**src/design/rv64_exu_pkg.sv**
```systemverilog
// RV64 execute stage definitions
package rv64_exu_pkg;

	localparam int XLEN    = 64;
	localparam int ALU_OPS = 14;

	// one-hot control bit positions
	localparam int OP_ADD  = 0;
	localparam int OP_SUB  = 1;
	localparam int OP_SLT  = 2;
	localparam int OP_SLTU = 3;
	localparam int OP_AND  = 4;
	localparam int OP_OR   = 5;
	localparam int OP_XOR  = 6;
	localparam int OP_SLL  = 7;
	localparam int OP_SRL  = 8;
	localparam int OP_SRA  = 9;
	localparam int OP_LUI  = 10;
	localparam int OP_MUL  = 11;
	localparam int OP_DIV  = 12;
	localparam int OP_REM  = 13;

	// major opcodes
	localparam logic [6:0] OPC_OP_IMM    = 7'b0010011;
	localparam logic [6:0] OPC_OP        = 7'b0110011;
	localparam logic [6:0] OPC_OP_IMM_32 = 7'b0011011;
	localparam logic [6:0] OPC_OP_32     = 7'b0111011;
	localparam logic [6:0] OPC_LUI       = 7'b0110111;
	localparam logic [6:0] OPC_AUIPC     = 7'b0010111;

	localparam logic [2:0] F3_ADD_SUB = 3'b000;
	localparam logic [2:0] F3_SLL     = 3'b001;
	localparam logic [2:0] F3_SLT     = 3'b010;
	localparam logic [2:0] F3_SLTU    = 3'b011;
	localparam logic [2:0] F3_XOR     = 3'b100;
	localparam logic [2:0] F3_SRL_SRA = 3'b101;
	localparam logic [2:0] F3_OR      = 3'b110;
	localparam logic [2:0] F3_AND     = 3'b111;
	localparam logic [2:0] F3_MUL     = 3'b000; // M extension, funct7 = F7_MULDIV
	localparam logic [2:0] F3_DIVU    = 3'b101;
	localparam logic [2:0] F3_REMU    = 3'b111;

	localparam logic [6:0] F7_BASE   = 7'b0000000;
	localparam logic [6:0] F7_ALT    = 7'b0100000; // sub, sra
	localparam logic [6:0] F7_MULDIV = 7'b0000001;

	typedef union packed {
		struct packed {
			logic [6:0] funct7;
			logic [4:0] rs2;
			logic [4:0] rs1;
			logic [2:0] funct3;
			logic [4:0] rd;
			logic [6:0] opcode;
		} r_fmt;
		struct packed {
			logic [11:0] imm12;
			logic [4:0]  rs1;
			logic [2:0]  funct3;
			logic [4:0]  rd;
			logic [6:0]  opcode;
		} i_fmt;
	} rv64_instr_u;

endpackage
```
**src/design/alu_req_if.sv**
```systemverilog
// decoded ALU request
`timescale 1ns/1ps

interface alu_req_if;

	logic                                valid;       // one-cycle strobe
	logic [rv64_exu_pkg::ALU_OPS-1:0]    alu_control; // one-hot
	logic [rv64_exu_pkg::XLEN-1:0]       src1;
	logic [rv64_exu_pkg::XLEN-1:0]       src2;
	logic                                word_op;     // W form, result is sign-extended
	logic [4:0]                          rd;

	modport producer (
		output valid, alu_control, src1, src2, word_op, rd
	);

	modport consumer (
		input valid, alu_control, src1, src2, word_op, rd
	);

endinterface

```
**src/design/exu_writeback.sv**
```systemverilog
// result register
`timescale 1ns/1ps

module exu_writeback (
	input  logic                          clk,
	input  logic                          rst,
	alu_req_if.consumer                   req,
	input  logic [rv64_exu_pkg::XLEN-1:0] alu_result,
	output logic                          out_valid,
	output logic [rv64_exu_pkg::XLEN-1:0] out_result,
	output logic [4:0]                    out_rd
);

	localparam int XLEN = rv64_exu_pkg::XLEN;

	logic [XLEN-1:0] result_ext;

	// W forms keep the low word, sign-extended
	assign result_ext = req.word_op ?
		{{(XLEN-32){alu_result[31]}}, alu_result[31:0]} : alu_result;

	always_ff @(posedge clk) begin
		if (rst) begin
			out_valid  <= 1'b0;
			out_result <= '0;
			out_rd     <= '0;
		end else begin
			out_valid  <= req.valid;
			out_result <= result_ext;
			out_rd     <= req.rd;
		end
	end

endmodule

```
**src/flat_wrapper.sv**
```systemverilog
// flat-port wrapper written by rule: the top's interface ports become plain ports
module exu_writeback_flat 
  (clk, rst, alu_result, out_valid, out_result, out_rd, req_valid, req_alu_control, req_src1, req_src2, req_word_op, req_rd);
  alu_req_if req_i ();
  input  logic clk;
  input  logic rst;
  input  logic [rv64_exu_pkg::XLEN-1:0] alu_result;
  output logic out_valid;
  output logic [rv64_exu_pkg::XLEN-1:0] out_result;
  output logic [4:0] out_rd;
  input wire logic [$bits(req_i.valid)-1:0] req_valid;
  input wire logic [$bits(req_i.alu_control)-1:0] req_alu_control;
  input wire logic [$bits(req_i.src1)-1:0] req_src1;
  input wire logic [$bits(req_i.src2)-1:0] req_src2;
  input wire logic [$bits(req_i.word_op)-1:0] req_word_op;
  input wire logic [$bits(req_i.rd)-1:0] req_rd;
  assign req_i.valid = req_valid;
  assign req_i.alu_control = req_alu_control;
  assign req_i.src1 = req_src1;
  assign req_i.src2 = req_src2;
  assign req_i.word_op = req_word_op;
  assign req_i.rd = req_rd;
  exu_writeback u_core (.clk(clk), .rst(rst), .req(req_i), .alu_result(alu_result), .out_valid(out_valid), .out_result(out_result), .out_rd(out_rd));
endmodule
```
**config.mk**
```make
export PLATFORM = sky130hd
export DESIGN_NAME = exu_writeback_flat
export DESIGN_NICKNAME = d
export VERILOG_FILES = /design/src/design/rv64_exu_pkg.sv /design/src/design/alu_req_if.sv /design/src/design/exu_writeback.sv /design/src/flat_wrapper.sv
export SDC_FILE = /design/constraint.sdc
export NUM_CORES = 1
export LEC_CHECK = 0
export BUFFER_PORTS_ARGS = -buffer_cell sky130_fd_sc_hd__clkbuf_2
export CAP_MARGIN = 20
export CORE_AREA = 5 5 108 110
export DETAILED_ROUTE_END_ITERATION = 16
export DIE_AREA = 0 0 113 115
export HOLD_SLACK_MARGIN = 0.02
export SYNTH_ARGS = -nofsm -noshare
export SYNTH_HDL_FRONTEND = slang
export SYNTH_SLANG_ARGS = --single-unit
```
**constraint.sdc**
```tcl
create_clock -name clk -period 1.4 [get_ports clk]
set_input_delay 0.21 -clock clk [delete_from_list [all_inputs] [get_ports clk]]
set_output_delay 0.21 -clock clk [all_outputs]
set_load 0.03 [all_outputs]
```
After elaboration in Yosys (flattened, before gate mapping). Cells that the tools add are included.

Register bits after elaboration: 70. Input bits: 215.

Muxes and demuxes: 1.

Operator list (count): $mux 64 (1).

Logic depth before layout (Yosys ltp). Gate-level depths: netlist of the first run.

Depth in word-level cells: 1. Gate-level depth with buffers: 3. Gate-level depth less buffers: 2.

Worst setup path after synthesis of the first run. No wires, ideal clock.

Path type: input to register. Start: input port rst. End: register u_core.out_result[33] (netlist name). Setup time: 0.125 ns. Arrival time: 0.671 ns. Path slack: 0.605 ns. Stages on the path: 3. Path buffers: 2. Cells stage by stage: clkbuf_1 -> buf_2 -> a21oi_2.

RTL lines: start, declared (line flat_wrapper.sv:6) `input logic rst;`; end signal, assigned (line exu_writeback.sv:29) `out_result <= result_ext;`; end, declared (line exu_writeback.sv:10) `output logic [rv64_exu_pkg::XLEN-1:0] out_result,`.

No word-level cell between the ends.

Worst setup path after layout of the first run.
Start: register u_core.out_result[7] (netlist name). End: output port out_result[7] (netlist name).

RTL lines: end, declared (line flat_wrapper.sv:9) `output logic [rv64_exu_pkg::XLEN-1:0] out_result;`.

No word-level cell between the ends.

==> results of run 1 <==
cell type report:
class,count,area [um2]
Clock buffer,12,145
Fill cell,1105,7330
Sequential cell,70,1400
Tap cell,140,175
Timing Repair Buffer,145,761
Clock inverter,4,70.1
Multi-Input combinational cell,103,717
through the flow:
stage | setup slack (ps) | instance area [um2] | util (%) | cells
6_report | 330 | 3270 | 30.8 | 474
5_1_grt | 253 | 3270 | 30.8 | 474
4_1_cts | 283 | 3270 | 30.8 | 474
3_5_place_dp | 352 | 3050 | 28.8 | 458
3_3_place_gp | 381 | 3050 | 28.8 | 458
2_1_floorplan | 605 | 2200 | - | 187
power by group through the flow:
stage               Sequential, W  Combinational (W)  Clock [W]
finish                    0.00214           0.000662    0.00174
detailed placement        0.00218           0.000677          0
global placement          0.00218           0.000670          0
global route              0.00215           0.000716    0.00194
floorplan                 0.00242           0.000185          0
CTS                       0.00214           0.000679    0.00184
kinds of logic (layout without fill, tap and decap cells):
logic type | Yosys count | after routing
AOI/OAI and AO/OA | 32 | 32
buffers and inverters | 14 | 161
DFF | 70 | 70
and+or+nand+nor | 71 | 71
sequential cells by signal, summed over array words and instances (netlist names):
| register | flops |
|---|---|
| u_core.out_result | 64 |
| u_core.out_rd | 5 |
| u_core.out_valid | 1 |
placed cells by master (no fill, tap or decap):
cell type	n
clkbuf_2	141
dfxtp_1	70
nor2b_1	38
nand2b_1	32
a21oi_2	30
clkbuf_8	10
a21oi_1	2
clkbuf_1	2
clkinv_2	2
bufinv_16	2
buf_4	2
buf_12	2
nand2_2	1
path summary, 6_finish.rpt:
check | slack [ps] | cells past startpoint | start | endpoint
worst max-delay path | 330 | 1 | u_core.out_result[7] | out_result[7]
worst min-delay path | 80 | 2 | alu_result[12] | u_core.out_result[12]
layer usage:
metal  global-route usage, %  routed length, um
met5                       0                  0
met4                    5.29                 97
met3                    5.00                683
met2                    14.7               2550
met1                    10.5               2440
cell usage after synthesis:
cell / number / share of area (%)
nand2_2: 1 / 0.28
buf_6: 3 / 1.5
a21oi_1: 2 / 0.45
nand2b_1: 32 / 9.1
dfxtp_1: 70 / 64
a21oi_2: 30 / 12
nor2b_1: 38 / 11
buf_2: 7 / 1.6
clkbuf_1: 4 / 0.68
==> run_results.csv, run 1 <==
group,metric,value,unit
clocking,cts_hold_buf,0,
clocking,htree_num_levels,3,
drt,remaining_drc_errors,0,
global_route,gr-total-overflow,0,
worst_setup_path,critPathMaxStageDelay,320,ps
sta,rsz0062_at_grt,"no",
drt,antenna_left,0,
worst_setup_path,startpoint_type,"flop",
pwr,pwr-share-seq,47.0,%
worst_setup_path,end_kind,"output port",
logic_synthesis,ys_seq_area_share,63.6,%
worst_setup_path,crit_path_top_delay_cell,"dfxtp_1",
drt,wl,5.77,mm
drt,via_per_inst,3.69,
worst_hold_path,hold_class,"in2reg",
logic_synthesis,synth_compound_area_share,12.4,%
floorplan,die-area,13000,um2
sta,maxSlewViolCount,0,
worst_setup_path,arrival,860,ps
logic_synthesis,synth_xor_area_share,0,%
floorplan,core-area,10600,um2
sta,setup_violations,0,
pwr,switching_share,25.3,%
floorplan,die_x,113,um
logic_synthesis,synth_top_family_by_area,"simple AND/OR/NAND/NOR gates",
final_layout,finalNetCount,544,
placed_design,dpl.hpwl,4.36,mm
worst_setup_path,worst-path-buf-inv,1,
worst_setup_path,cp.required,1190,ps
placed_design,port_buffers,142,
global_route,grt.total_usage,9.47,%
sta,setup_tns,0,ps
clocking,cts_buffers,9,
clocking,clkSinkCount,70,
clocking,ctsLongestPathBuffers,2,
drt,first_iter_violations,61,
pwr,power.switching,0.00115,W
sta,timing.final.hold_violations,0,
global_route,grt_pass1_vias,1898,
outcome,status,"completed",
job,cap_violations,0,
sta,tightestPinTransition,371,ps
pwr,leakage,1.54,nW
floorplan,rows,38,
logic_synthesis,synthMuxAreaShare,0,%
pwr,ir_drop,0.459,mV
clocking,clk_pin_slew,70,ps
drt,vias,1749,
final_layout,final_layout_size_suffix_gt1_share,56.9,%
global_route,grt_max_degree,71,
logic_synthesis,syn_nets,402,
logic_synthesis,yosys_warnings,0,
floorplan,start_util,20.8,%
pwr,internal_power,0.00339,W
logic_synthesis,avgSynthCellArea,11.8,um2
clocking,root_buffer,"clkbuf_8",
floorplan,die_h,115,um
global_route,grt_antenna_before_repair,0,
drt,routedWlPerCell,12.2,um
sta,fin_hold_ws,79.0,ps
logic_synthesis,yosys.area_share.simple,20.2,%
pwr,pwr-share-clk,38.4,%
final_layout,areaGrowthSynthToFinish,48.5,%
placed_design,gp_congestion,0.735,
sta,layout_min_cycle_time,1070,ps
pwr,comb_power_share,14.6,%
sta,max_freq,934,MHz
logic_synthesis,synthCells,187,
worst_setup_path,cp_max_fo,1,
pwr,total_power,0.00454,W
logic_synthesis,ys_ff_latch,70,
global_route,grt_pass1_wl,9.37,mm
clocking,post-cts-setup-buffers,0,
final_layout,diodes,0,
pwr,p_per_area,1390,nW/um2
sta,min_period_over_period,76.5,%
sta,relSlewSlack,75.3,%
worst_setup_path,worstPathCellList,"clkbuf_2",
worst_setup_path,critPathKind,"reg2out",
logic_synthesis,yosysUniqueCellTypes,9,
clocking,cts_resized,0,
logic_synthesis,syn_area,2200,um2
clocking,cts_tree,"built",
floorplan,ios,285,
worst_setup_path,critPathTopFamily,"flip-flops",
drt,drtPass1Iterations,4,
logic_synthesis,yosys.area_share.adder,0,%
(Power assumes the default switching activity.)
==> run 2, diff against run 1 <==
--- a/config.mk
+++ b/config.mk
@@ -7,9 +7,9 @@
 export LEC_CHECK = 0
 export BUFFER_PORTS_ARGS = -buffer_cell sky130_fd_sc_hd__clkbuf_2
 export CAP_MARGIN = 20
-export CORE_AREA = 5 5 108 110
+export CORE_AREA = 5 5 107 109
 export DETAILED_ROUTE_END_ITERATION = 16
-export DIE_AREA = 0 0 113 115
+export DIE_AREA = 0 0 112 114
 export HOLD_SLACK_MARGIN = 0.02
 export SYNTH_ARGS = -nofsm -noshare
 export SYNTH_HDL_FRONTEND = slang
==> constraint.sdc (replaced) <==
create_clock -name clk -period 1.04 [get_ports clk]
set_input_delay 0.156 -clock clk [delete_from_list [all_inputs] [get_ports clk]]
set_output_delay 0.156 -clock clk [all_outputs]
set_load 0.03 [all_outputs]
==> run 2 against run 1 <==
Sequential share of layout area shrank 4.3 points; global-route usage grew 0.16 points; power grew 30%; largest power group unchanged; utilization grew 3.8 points; critical path depth is the same.
==> run_results.csv, run 2 (same netlist as run 1, synthesis figures left out) <==
group,metric,value,unit
outcome,status,"completed",
clocking,post-cts-setup-buffers,0,
drt,via_per_inst,3.67,
sta,relSlewSlack,85.7,%
pwr,switching_share,26.7,%
global_route,grt_pass1_vias,2047,
clocking,clk_pin_slew,70,ps
sta,timing.final.hold_violations,0,
floorplan,ios,285,
sta,max_freq,1000,MHz
drt,antenna_left,0,
final_layout,post-route-util,34.6,%
final_layout,top_register,"u_core.out_result",
global_route,grt.total_usage,9.64,%
drt,met2_length,2.84,mm
worst_hold_path,hold_class,"in2reg",
sta,layout_min_cycle_time,997,ps
placed_design,port_buffers,142,
pwr,power.switching,0.00158,W
floorplan,core-area,10500,um2
final_layout,final_layout_size_suffix_gt1_share,54.0,%
global_route,grt_pass1_wl,9.68,mm
worst_setup_path,critPathTopFamily,"flip-flops",
drt,vias,1840,
worst_setup_path,cp_max_fo,1,
clocking,ctsLongestPathBuffers,2,
job,cap_violations,0,
drt,drtPass1Iterations,3,
worst_setup_path,critPathKind,"reg2out",
clocking,root_buffer,"clkbuf_8",
pwr,leakage,1.68,nW
worst_hold_path,hold_depth,2,
drt,first_iter_violations,40,
worst_setup_path,worstPathCellList,"buf_2",
floorplan,start_util,21.0,%
final_layout,mostFrequentLayoutCell,"clkbuf_2",
pwr,comb_power_share,17.4,%
floorplan,die-area,12800,um2
pwr,p_per_area,1630,nW/um2
worst_setup_path,crit_path_top_delay_cell,"dfxtp_1",
sta,maxSlewViolCount,0,
worst_setup_path,end_kind,"output port",
clocking,htree_num_levels,3,
floorplan,die_h,114,um
final_layout,largest_reg_flops,64,
sta,tightestPinTransition,214,ps
sta,fin_hold_ws,43.8,ps
final_layout,finalNetCount,571,
drt,wl,5.96,mm
final_layout,reg.largest.list,"u_core.out_result (64), u_core.out_rd (5), u_core.out_valid (1)",
global_route,grt_antenna_before_repair,0,
drt,remaining_drc_errors,0,
final_layout,areaGrowthSynthToFinish,65.3,%
global_route,grt_max_degree,40,
placed_design,dpl.hpwl,4.39,mm
pwr,ir_drop,0.479,mV
floorplan,die_x,112,um
global_route,gr-total-overflow,0,
placed_design,gp_congestion,0.816,
sta,min_period_over_period,95.9,%
clocking,cts_buffers,9,
worst_setup_path,critPathMaxStageDelay,310,ps
drt,wl_met1,2.23,mm
worst_setup_path,arrival,840,ps
pwr,total_power,0.00591,W
clocking,clkSinkCount,70,
pwr,pwr-share-seq,48.7,%
worst_setup_path,cp.required,880,ps
floorplan,rows,38,
pwr,internal_power,0.00434,W
worst_setup_path,worst-path-buf-inv,1,
final_layout,final_cell_mix,"clkbuf_2 (79), dfxtp_1 (69), nor2b_1 (38), nand2b_1 (32), a21oi_2 (30)",
pwr,pwr-share-clk,33.9,%
worst_setup_path,worstSetupPathDepth,1,
drt,routedWlPerCell,11.9,um
final_layout,diodes,0,
worst_setup_path,startpoint_type,"flop",
drt,wl_met3,805,um
final_layout,nFillCells,1075,
sta,setup_violations,0,
clocking,cts_tree,"built",
drt,highest_layer,"met4",
==> run 2: power groups by stage <==
stage | combinational, W | sequential [W] | clock [W]
5_1_grt | 0.00111 | 0.00289 | 0.00221
6_report | 0.00103 | 0.00288 | 0.00201
4_1_cts | 0.00103 | 0.00288 | 0.00212
2_1_floorplan | 0.000248 | 0.00326 | 0
3_3_place_gp | 0.000921 | 0.00294 | 0
3_5_place_dp | 0.000924 | 0.00294 | 0
==> run 2: layout make-up <==
| type | instances | area [um2] | area share [%] |
|---|---|---|---|
| repair buffers | 172 | 1160 | 31.8 |
| clock inverters | 3 | 17.5 | 0.481 |
| flip-flops and latches | 70 | 1400 | 38.5 |
| well taps | 140 | 175 | 4.81 |
| clock buffers | 13 | 169 | 4.64 |
| multi-input cells | 103 | 717 | 19.7 |
==> run 2: worst paths after layout <==
| check | startpoint | end | slack, ps |
|---|---|---|---|
| setup / recovery | u_core.out_result[2] | out_result[2] | 40 |
| hold / removal | req_rd[2] | u_core.out_rd[2] | 40 |
==> run 2: through the flow <==
stage / worst slack (ps) / area [um2] / setup TNS [ps] / instances
after floorplan: 299 / 2200 / 0 / 187
after global placement: 150 / 3100 / 0 / 461
after detailed placement: 148 / 3100 / 0 / 461
after CTS: 0.604 / 3590 / 0 / 500
after global routing: -3.77 / 3640 / -3.77 / 501
final: 42.5 / 3640 / 0 / 501
==> run 2: repair_timing <==
item,in CTS,in global routing
endpoints found under the setup margin,25,45
gates resized for setup,27,64
pin swaps,0,0
hold endpoints to repair,23,1
hold buffers,23,1
==> run 2: routing by layer <==
layer	global-route usage, %	vias to the layer above
li1	-	921
met1	10.0	806
met2	15.9	100
met3	5.68	13
met4	4.09	0
met5	0	-
