<file path="src/design/rv64_exu_pkg.sv">
// RV64 execute stage definitions
package rv64_exu_pkg;

	localparam int XLEN    = 64;
	localparam int ALU_OPS = 14;

	// one-hot control bit positions
	localparam int OP_ADD  = 0;
	localparam int OP_SUB  = 1;
	localparam int OP_SLT  = 2;
	localparam int OP_SLTU = 3;
	localparam int OP_AND  = 4;
	localparam int OP_OR   = 5;
	localparam int OP_XOR  = 6;
	localparam int OP_SLL  = 7;
	localparam int OP_SRL  = 8;
	localparam int OP_SRA  = 9;
	localparam int OP_LUI  = 10;
	localparam int OP_MUL  = 11;
	localparam int OP_DIV  = 12;
	localparam int OP_REM  = 13;

	// major opcodes
	localparam logic [6:0] OPC_OP_IMM    = 7'b0010011;
	localparam logic [6:0] OPC_OP        = 7'b0110011;
	localparam logic [6:0] OPC_OP_IMM_32 = 7'b0011011;
	localparam logic [6:0] OPC_OP_32     = 7'b0111011;
	localparam logic [6:0] OPC_LUI       = 7'b0110111;
	localparam logic [6:0] OPC_AUIPC     = 7'b0010111;

	localparam logic [2:0] F3_ADD_SUB = 3'b000;
	localparam logic [2:0] F3_SLL     = 3'b001;
	localparam logic [2:0] F3_SLT     = 3'b010;
	localparam logic [2:0] F3_SLTU    = 3'b011;
	localparam logic [2:0] F3_XOR     = 3'b100;
	localparam logic [2:0] F3_SRL_SRA = 3'b101;
	localparam logic [2:0] F3_OR      = 3'b110;
	localparam logic [2:0] F3_AND     = 3'b111;
	localparam logic [2:0] F3_MUL     = 3'b000; // M extension, funct7 = F7_MULDIV
	localparam logic [2:0] F3_DIVU    = 3'b101;
	localparam logic [2:0] F3_REMU    = 3'b111;

	localparam logic [6:0] F7_BASE   = 7'b0000000;
	localparam logic [6:0] F7_ALT    = 7'b0100000; // sub, sra
	localparam logic [6:0] F7_MULDIV = 7'b0000001;

	typedef union packed {
		struct packed {
			logic [6:0] funct7;
			logic [4:0] rs2;
			logic [4:0] rs1;
			logic [2:0] funct3;
			logic [4:0] rd;
			logic [6:0] opcode;
		} r_fmt;
		struct packed {
			logic [11:0] imm12;
			logic [4:0]  rs1;
			logic [2:0]  funct3;
			logic [4:0]  rd;
			logic [6:0]  opcode;
		} i_fmt;
	} rv64_instr_u;

endpackage
</file>
<file path="src/design/alu_req_if.sv">
// decoded ALU request
`timescale 1ns/1ps

interface alu_req_if;

	logic                                valid;       // one-cycle strobe
	logic [rv64_exu_pkg::ALU_OPS-1:0]    alu_control; // one-hot
	logic [rv64_exu_pkg::XLEN-1:0]       src1;
	logic [rv64_exu_pkg::XLEN-1:0]       src2;
	logic                                word_op;     // W form, result is sign-extended
	logic [4:0]                          rd;

	modport producer (
		output valid, alu_control, src1, src2, word_op, rd
	);

	modport consumer (
		input valid, alu_control, src1, src2, word_op, rd
	);

endinterface

</file>
<file path="src/design/exu_decoder.sv">
// instruction decode and operand select
`timescale 1ns/1ps

module exu_decoder (
	input  logic                          in_valid,
	input  logic [31:0]                   in_instr,
	input  logic [rv64_exu_pkg::XLEN-1:0] in_pc,
	input  logic [rv64_exu_pkg::XLEN-1:0] in_rs1,
	input  logic [rv64_exu_pkg::XLEN-1:0] in_rs2,
	alu_req_if.producer                   req
);

	localparam int XLEN = rv64_exu_pkg::XLEN;

	rv64_exu_pkg::rv64_instr_u instr;

	logic [rv64_exu_pkg::ALU_OPS-1:0] op;
	logic            legal;
	logic            word;
	logic            sel_imm;  // src2 from immediate
	logic            sel_u;    // U-type immediate
	logic            sel_pc;   // src1 from pc
	logic            src1_zx;
	logic            src1_sx;
	logic            shamt5;   // word shift, 5-bit amount
	logic [XLEN-1:0] imm_i;
	logic [XLEN-1:0] imm_u;
	logic [XLEN-1:0] op_a;
	logic [XLEN-1:0] op_b;

	assign instr = in_instr;

	assign imm_i = {{(XLEN-12){instr.i_fmt.imm12[11]}}, instr.i_fmt.imm12};
	assign imm_u = {{(XLEN-32){instr.i_fmt.imm12[11]}},
		instr.i_fmt.imm12, instr.i_fmt.rs1, instr.i_fmt.funct3, 12'b0};

	always_comb begin
		op      = '0;
		legal   = 1'b1;
		word    = 1'b0;
		sel_imm = 1'b0;
		sel_u   = 1'b0;
		sel_pc  = 1'b0;
		src1_zx = 1'b0;
		src1_sx = 1'b0;
		shamt5  = 1'b0;
		case (instr.r_fmt.opcode)
			rv64_exu_pkg::OPC_OP_IMM: begin
				sel_imm = 1'b1;
				case (instr.r_fmt.funct3)
					rv64_exu_pkg::F3_ADD_SUB: op[rv64_exu_pkg::OP_ADD]  = 1'b1;
					rv64_exu_pkg::F3_SLT:     op[rv64_exu_pkg::OP_SLT]  = 1'b1;
					rv64_exu_pkg::F3_SLTU:    op[rv64_exu_pkg::OP_SLTU] = 1'b1;
					rv64_exu_pkg::F3_XOR:     op[rv64_exu_pkg::OP_XOR]  = 1'b1;
					rv64_exu_pkg::F3_OR:      op[rv64_exu_pkg::OP_OR]   = 1'b1;
					rv64_exu_pkg::F3_AND:     op[rv64_exu_pkg::OP_AND]  = 1'b1;
					rv64_exu_pkg::F3_SLL: begin
						// funct6 only, bit 25 belongs to the shift amount
						if (instr.r_fmt.funct7[6:1] == rv64_exu_pkg::F7_BASE[6:1])
							op[rv64_exu_pkg::OP_SLL] = 1'b1;
						else
							legal = 1'b0;
					end
					default: begin // srli / srai
						if (instr.r_fmt.funct7[6:1] == rv64_exu_pkg::F7_BASE[6:1])
							op[rv64_exu_pkg::OP_SRL] = 1'b1;
						else if (instr.r_fmt.funct7[6:1] == rv64_exu_pkg::F7_ALT[6:1])
							op[rv64_exu_pkg::OP_SRA] = 1'b1;
						else
							legal = 1'b0;
					end
				endcase
			end
			rv64_exu_pkg::OPC_OP: begin
				if (instr.r_fmt.funct7 == rv64_exu_pkg::F7_MULDIV) begin
					case (instr.r_fmt.funct3)
						rv64_exu_pkg::F3_MUL:  op[rv64_exu_pkg::OP_MUL] = 1'b1;
						rv64_exu_pkg::F3_DIVU: op[rv64_exu_pkg::OP_DIV] = 1'b1;
						rv64_exu_pkg::F3_REMU: op[rv64_exu_pkg::OP_REM] = 1'b1;
						default:               legal = 1'b0; // mulh, signed div/rem
					endcase
				end else if (instr.r_fmt.funct7 == rv64_exu_pkg::F7_ALT) begin
					case (instr.r_fmt.funct3)
						rv64_exu_pkg::F3_ADD_SUB: op[rv64_exu_pkg::OP_SUB] = 1'b1;
						rv64_exu_pkg::F3_SRL_SRA: op[rv64_exu_pkg::OP_SRA] = 1'b1;
						default:                  legal = 1'b0;
					endcase
				end else if (instr.r_fmt.funct7 == rv64_exu_pkg::F7_BASE) begin
					case (instr.r_fmt.funct3)
						rv64_exu_pkg::F3_ADD_SUB: op[rv64_exu_pkg::OP_ADD]  = 1'b1;
						rv64_exu_pkg::F3_SLL:     op[rv64_exu_pkg::OP_SLL]  = 1'b1;
						rv64_exu_pkg::F3_SLT:     op[rv64_exu_pkg::OP_SLT]  = 1'b1;
						rv64_exu_pkg::F3_SLTU:    op[rv64_exu_pkg::OP_SLTU] = 1'b1;
						rv64_exu_pkg::F3_XOR:     op[rv64_exu_pkg::OP_XOR]  = 1'b1;
						rv64_exu_pkg::F3_SRL_SRA: op[rv64_exu_pkg::OP_SRL]  = 1'b1;
						rv64_exu_pkg::F3_OR:      op[rv64_exu_pkg::OP_OR]   = 1'b1;
						default:                  op[rv64_exu_pkg::OP_AND]  = 1'b1;
					endcase
				end else begin
					legal = 1'b0;
				end
			end
			rv64_exu_pkg::OPC_OP_IMM_32, rv64_exu_pkg::OPC_OP_32: begin
				word    = 1'b1;
				sel_imm = (instr.r_fmt.opcode == rv64_exu_pkg::OPC_OP_IMM_32);
				case (instr.r_fmt.funct3)
					rv64_exu_pkg::F3_ADD_SUB: begin
						if (sel_imm || instr.r_fmt.funct7 == rv64_exu_pkg::F7_BASE)
							op[rv64_exu_pkg::OP_ADD] = 1'b1; // addiw ignores funct7
						else if (instr.r_fmt.funct7 == rv64_exu_pkg::F7_ALT)
							op[rv64_exu_pkg::OP_SUB] = 1'b1;
						else
							legal = 1'b0;
					end
					rv64_exu_pkg::F3_SLL: begin
						shamt5 = 1'b1;
						if (instr.r_fmt.funct7 == rv64_exu_pkg::F7_BASE)
							op[rv64_exu_pkg::OP_SLL] = 1'b1;
						else
							legal = 1'b0;
					end
					rv64_exu_pkg::F3_SRL_SRA: begin
						shamt5 = 1'b1;
						if (instr.r_fmt.funct7 == rv64_exu_pkg::F7_BASE) begin
							op[rv64_exu_pkg::OP_SRL] = 1'b1;
							src1_zx = 1'b1;
						end else if (instr.r_fmt.funct7 == rv64_exu_pkg::F7_ALT) begin
							op[rv64_exu_pkg::OP_SRA] = 1'b1;
							src1_sx = 1'b1;
						end else begin
							legal = 1'b0;
						end
					end
					default: legal = 1'b0;
				endcase
			end
			rv64_exu_pkg::OPC_LUI: begin
				sel_imm = 1'b1;
				sel_u   = 1'b1;
				op[rv64_exu_pkg::OP_LUI] = 1'b1;
			end
			rv64_exu_pkg::OPC_AUIPC: begin
				sel_imm = 1'b1;
				sel_u   = 1'b1;
				sel_pc  = 1'b1;
				op[rv64_exu_pkg::OP_ADD] = 1'b1; // pc + imm
			end
			default: legal = 1'b0;
		endcase
	end

	assign op_a = sel_pc ? in_pc : in_rs1;
	assign op_b = sel_imm ? (sel_u ? imm_u : imm_i) : in_rs2;

	assign req.valid       = in_valid & legal;
	assign req.alu_control = legal ? op : '0;
	assign req.word_op     = word;
	assign req.rd          = instr.r_fmt.rd;
	assign req.src1 = src1_zx ? {{(XLEN-32){1'b0}}, op_a[31:0]} :
		src1_sx ? {{(XLEN-32){op_a[31]}}, op_a[31:0]} : op_a;
	assign req.src2 = shamt5 ? {{(XLEN-5){1'b0}}, op_b[4:0]} : op_b;

endmodule

</file>
<file path="src/flat_wrapper.sv">
// flat-port wrapper written by rule: the top's interface ports become plain ports
module exu_decoder_flat 
  (in_valid, in_instr, in_pc, in_rs1, in_rs2, req_valid, req_alu_control, req_src1, req_src2, req_word_op, req_rd);
  alu_req_if req_i ();
  input  logic in_valid;
  input  logic [31:0] in_instr;
  input  logic [rv64_exu_pkg::XLEN-1:0] in_pc;
  input  logic [rv64_exu_pkg::XLEN-1:0] in_rs1;
  input  logic [rv64_exu_pkg::XLEN-1:0] in_rs2;
  output wire logic [$bits(req_i.valid)-1:0] req_valid;
  output wire logic [$bits(req_i.alu_control)-1:0] req_alu_control;
  output wire logic [$bits(req_i.src1)-1:0] req_src1;
  output wire logic [$bits(req_i.src2)-1:0] req_src2;
  output wire logic [$bits(req_i.word_op)-1:0] req_word_op;
  output wire logic [$bits(req_i.rd)-1:0] req_rd;
  assign req_valid = req_i.valid;
  assign req_alu_control = req_i.alu_control;
  assign req_src1 = req_i.src1;
  assign req_src2 = req_i.src2;
  assign req_word_op = req_i.word_op;
  assign req_rd = req_i.rd;
  exu_decoder u_core (.in_valid(in_valid), .in_instr(in_instr), .in_pc(in_pc), .in_rs1(in_rs1), .in_rs2(in_rs2), .req(req_i));
endmodule
</file>
<file path="config.mk">
export PLATFORM = sky130hd
export DESIGN_NAME = exu_decoder_flat
export DESIGN_NICKNAME = d
export VERILOG_FILES = /design/src/design/rv64_exu_pkg.sv /design/src/design/alu_req_if.sv /design/src/design/exu_decoder.sv /design/src/flat_wrapper.sv
export SDC_FILE = /design/constraint.sdc
export NUM_CORES = 1
export LEC_CHECK = 0
export ABC_CLOCK_PERIOD_IN_PS = 1600
export BUFFER_PORTS_ARGS = -buffer_cell sky130_fd_sc_hd__buf_2
export CAP_MARGIN = 20
export CORE_AREA = 2 2 145 147
export DETAILED_ROUTE_END_ITERATION = 10
export DIE_AREA = 0 0 147 149
export PLACE_DENSITY = 0.42
export SLEW_MARGIN = 30
export SYNTH_ARGS = -nofsm -noshare
export SYNTH_HDL_FRONTEND = slang
export SYNTH_SLANG_ARGS = --single-unit
</file>
<file path="constraint.sdc">
create_clock -name vclk -period 1.6
set_input_delay 0.16 -clock vclk [all_inputs]
set_output_delay 0.16 -clock vclk [all_outputs]
set_load 0.005 [all_outputs]
</file>
## Word level (Yosys, flattened, before mapping)

Index checks and enable logic that the tools add are counted.
Widths: inputs -> output; s select.

| cells by class | value |
|---|---|
| equality and inequality tests | 16 |
| reduce and logical (&&, ||, !) cells | 13 |
| muxes and demuxes | 63 |
| bitwise gates (word level) | 1 |

Operator list:

| kind | count |
|---|---|
| $mux 64 | 5 |
| $mux 1 | 40 |
| $mux 31 | 1 |
| $eq 7x6->1 const B | 4 |
| $eq 7x5->1 const B | 3 |
| $mux 14 | 1 |
| $mux 7 | 2 |
| $reduce_or 7->1 | 2 |
| $eq 3x3->1 const B | 4 |
| $mux 10 | 1 |
| $pmux 5 s2 | 1 |
| $pmux 3 s3 | 1 |
| $pmux 1 s4 | 2 |
| $reduce_or 2->1 | 4 |
| $eq 7x1->1 const B | 1 |
| $logic_not 7->1 | 1 |
| $eq 3x2->1 const B | 2 |
| $eq 6x5->1 const B | 1 |
| $logic_not 6->1 | 1 |
| $mux 2 | 3 |
| $mux 3 | 2 |
| $pmux 1 s2 | 3 |
| $reduce_or 3->1 | 2 |
| $reduce_or 6->1 | 1 |
| 5 further kinds | 5 |

| word-level totals | value |
|---|---|
| output and inout bits | 149 |
| flip-flop bits (word level) | 0 |
| bits of input ports | 225 |

## Longest topological paths before layout

| depth | value |
|---|---|
| word-level depth | 8 |
| gate-level depth with buffers | 7 |
| mapped depth without buffers | 4 |

## Worst setup path before layout

No wires, ideal clock.

| timing | value |
|---|---|
| path kind | input port to output port |
| start point | in in_instr[6] |
| end point | out req_src1[23] |
| cell stages on the path | 6 |
| arrival | 1348 ps |
| slack | 92 ps |
| required time | 1440 ps |
| cells stage by stage | nand4b_1 > clkbuf_8 > nor3_1 > buf_2 > buf_4 > mux2_2 |

| between the ends | value |
|---|---|
| longest elaborated chain between the ends | 5 |

RTL lines:

| item | RTL line | RTL |
|---|---|---|
| from (decl) | flat_wrapper.sv:6 | `input logic [31:0] in_instr;` |
| $eq 7x5->1 | exu_decoder.sv:47 | `case (instr.r_fmt.opcode)` |
| $mux 1 | exu_decoder.sv:47 |  |
| $mux 64 | exu_decoder.sv:152 | `assign op_a = sel_pc ? in_pc : in_rs1;` |
| $mux 64 | exu_decoder.sv:160 | `src1_sx ? {{(XLEN-32){op_a[31]}}, op_a[31:0]} : op_a;` |
| $mux 64 (*) | exu_decoder.sv:159 | `assign req.src1 = src1_zx ? {{(XLEN-32){1'b0}}, op_a[31:0]} :` |
| to (decl) | flat_wrapper.sv:12 | `output wire logic [$bits(req_i.src1)-1:0] req_src1;` |

Mark *: on every way between the ends. The rest lies on a longest branch, timed or not.

## Worst setup path in the final report

| timing | value |
|---|---|
| start point | in in_instr[6] |
| end point | out req_alu_control[9] |

| between the ends | value |
|---|---|
| longest elaborated chain between the ends | 6 |

RTL lines:

| item | RTL line | RTL |
|---|---|---|
| $eq 7x5->1 | exu_decoder.sv:47, exu_decoder.sv:105 |  |
| $logic_or 1x1->1 | exu_decoder.sv:108 | `if (sel_imm \|\| instr.r_fmt.funct7 == rv64_exu_pkg::F7_BASE)` |
| $mux 1 | exu_decoder.sv:108 |  |
| $pmux 1 s3 | exu_decoder.sv:106 | `case (instr.r_fmt.funct3)` |
| $pmux 1 s4 | exu_decoder.sv:47 |  |
| $mux 14 (*) | exu_decoder.sv:156 | `assign req.alu_control = legal ? op : '0;` |
| to (decl) | flat_wrapper.sv:11 | `output wire logic [$bits(req_i.alu_control)-1:0] req_alu_control;` |

Marked as above.

==> reports/qor.yml <==
outcome: "complete, but fails checks"
violations: "negative setup slack"
setup_viol: 140
synth_cells: 373
grtUsageTotal: 0.136
grt_max_degree: 53
grt_pass1_wl_um: 24000
die_area_um2: 21900
crit_fanout: 3
p_int_uw: 664
syn_area_um2: 2630
core_um2: 20600
path_delay_family: "buffers and inverters"
first_pass_iters: 4
layoutNonFillerInstCount: 1069
routedWlPerCell_um: 17.0
min_period_ns: 1.98
vias: 4570
synth.avg_cell_area_um2: 7.04
fill_cells: 2198
place_area_um2: 5150
hold_class: "in2out"
path_buf_inv: 5
place.gp.congestion: 0.770
p_sw_uw: 466
cp_cell_sequence: "buf_6 -> nand4b_1 -> buf_4 -> buf_4 -> or3_1 -> a211o_1 -> a211oi_2 -> buf_4 -> buf_6"
path_class: "in2out"
cap_violations: 0
port_buffers: 364
dp_hpwl_um: 13400
overflow: 0
pre_cts_slack_ns: -0.424
hold_viol: 0
multiInputGateArea_um2: 2840
seqPwrFrac: 0
regArea_um2: 0
maxSlewViolCount: 0
ios: 374
rows: 53
drtAntennaViolNets: 0
grt_pass1_vias: 4310
start_kind: "primary input"
nClkBuffers: 0
worstPathRequired_ns: 1.44
fin_nets: 1019
critPathArrivalTime_ns: 1.82
endpoint_kind: "output port"
layout_setup_ws_ns: -0.377
dieWidth_um: 147
synth_area_leaders: "mux2i_1, mux2_2, nand3_1"
power_density_nw_per_um2: 173
clkPwrFrac: 0
post_drt_via_cell_ratio: 4.28
power.leakage_uw: 0.00351
slowest_stage: "or3_1"
synth_top_area_frac: 0.286
hp-start: "in_instr[8]"
area_growth_syn_to_layout_pct: 148
drc: 0
swShare: 0.412
die_h_um: 149
post-route-util: 0.317
drive_gt1_frac: 0.731
vdd_drop_max_uv: 65.6
synth_nets: 598
synth_top_area_cell: "mux2i_1"
final_cell_area_um2: 6520
cp-startpoint: "in_instr[6]"
grt_antenna_before_repair: 1
clock.fmax_mhz: 506
start_util: 0.128
cpPeakStageDelay_ns: 0.29
rsz0062_at_grt: "true"
post-route-period-util: 1.24
yosys_warnings: 0
nFlopsAndLatches: 0
tns_ns: -34.05
dp.cells: 1033
cpMostUsedCell: "buf_4"
synth_most_common_cell: "mux2i_1"
drt-initial-drc-count: 89
drt-total-wl_um: 18200
ys_seq_area_frac: 0
tightestPinTransition_ns: 0.378
slew_headroom: 0.741
cts_hold_buffers: 0
ys_top_cells_by_count: "mux2i_1, nor2_1, nand3_1"
comb_power_share: 1.000
post_synth_num_cell_types: 44
==> cells by family after synthesis <==
family,count (synthesis),share of synthesized area
simple gates,143,0.293
mux,106,0.419
compound gates,69,0.163
buf+inv,55,0.125
==> placed cells by master (no fill, tap or decap), types with 3 or more instances in the layout <==
cell type / n
a21oi_2: 3
nor2b_1: 4
a211oi_1: 4
buf_4: 59
nand3_1: 16
nor3_2: 4
nor3_1: 20
buf_12: 16
a21oi_1: 33
mux2i_1: 70
or3_4: 4
buf_8: 4
nand3_2: 19
or3_1: 3
buf_2: 329
buf_6: 53
nor2_1: 38
mux2i_2: 4
mux2_4: 31
nand2_1: 6
clkbuf_16: 9
a211oi_2: 15
nor2_4: 4
==> metal layers <==
| metal | track usage | routed length (µm) |
|---|---|---|
| met1 | 0.175 | 7450 |
| met2 | 0.246 | 9340 |
| met3 | 0.0211 | 1190 |
| met4 | 0.0159 | 210 |
| met5 | 0 | 0 |
==> per-stage QoR <==
| stage | power (µW) | hold slack [ns] |
|---|---|---|
| finish | 1130 | 0.320 |
| global route | 1220 | 0.320 |
| CTS | 1030 | 0.320 |
| detailed placement | 916 | 0.320 |
| global placement | 918 | 0.320 |
| floorplan | 353 | 0.401 |
==> final cells by class <==
type,count,share of cell area
Tap cell,275,0.0528
Multi-Input combinational cell,319,0.436
Inverter,2,0.00115
Timing Repair Buffer,471,0.509
Antenna cell,2,0.000768
==> power by group through the flow <==
stage | Combinational (µW) | Clock (µW) | Sequential (µW)
global route | 1220 | 0.0000837 | 0
finish | 1130 | 0.000167 | 0
CTS | 1030 | 0 | 0
detailed placement | 916 | 0 | 0
global placement | 918 | 0 | 0
floorplan | 353 | 0 | 0
==> what timing repair did <==
action                                  in CTS  in global routing
buffers inserted                            13                  9
endpoints found under the setup margin     140                143
pin swaps                                    9                 12
gates cloned                                 4                 14
gates resized for setup                    111                 84
==> path summary, 6_finish.rpt <==
kind / end / slack [ns] / depth (start not counted)
worst max-delay path: req_alu_control[9] / -0.38 / 9
worst min-delay path: req_rd[1] / 0.32 / 0
(Power assumes the default switching activity.)
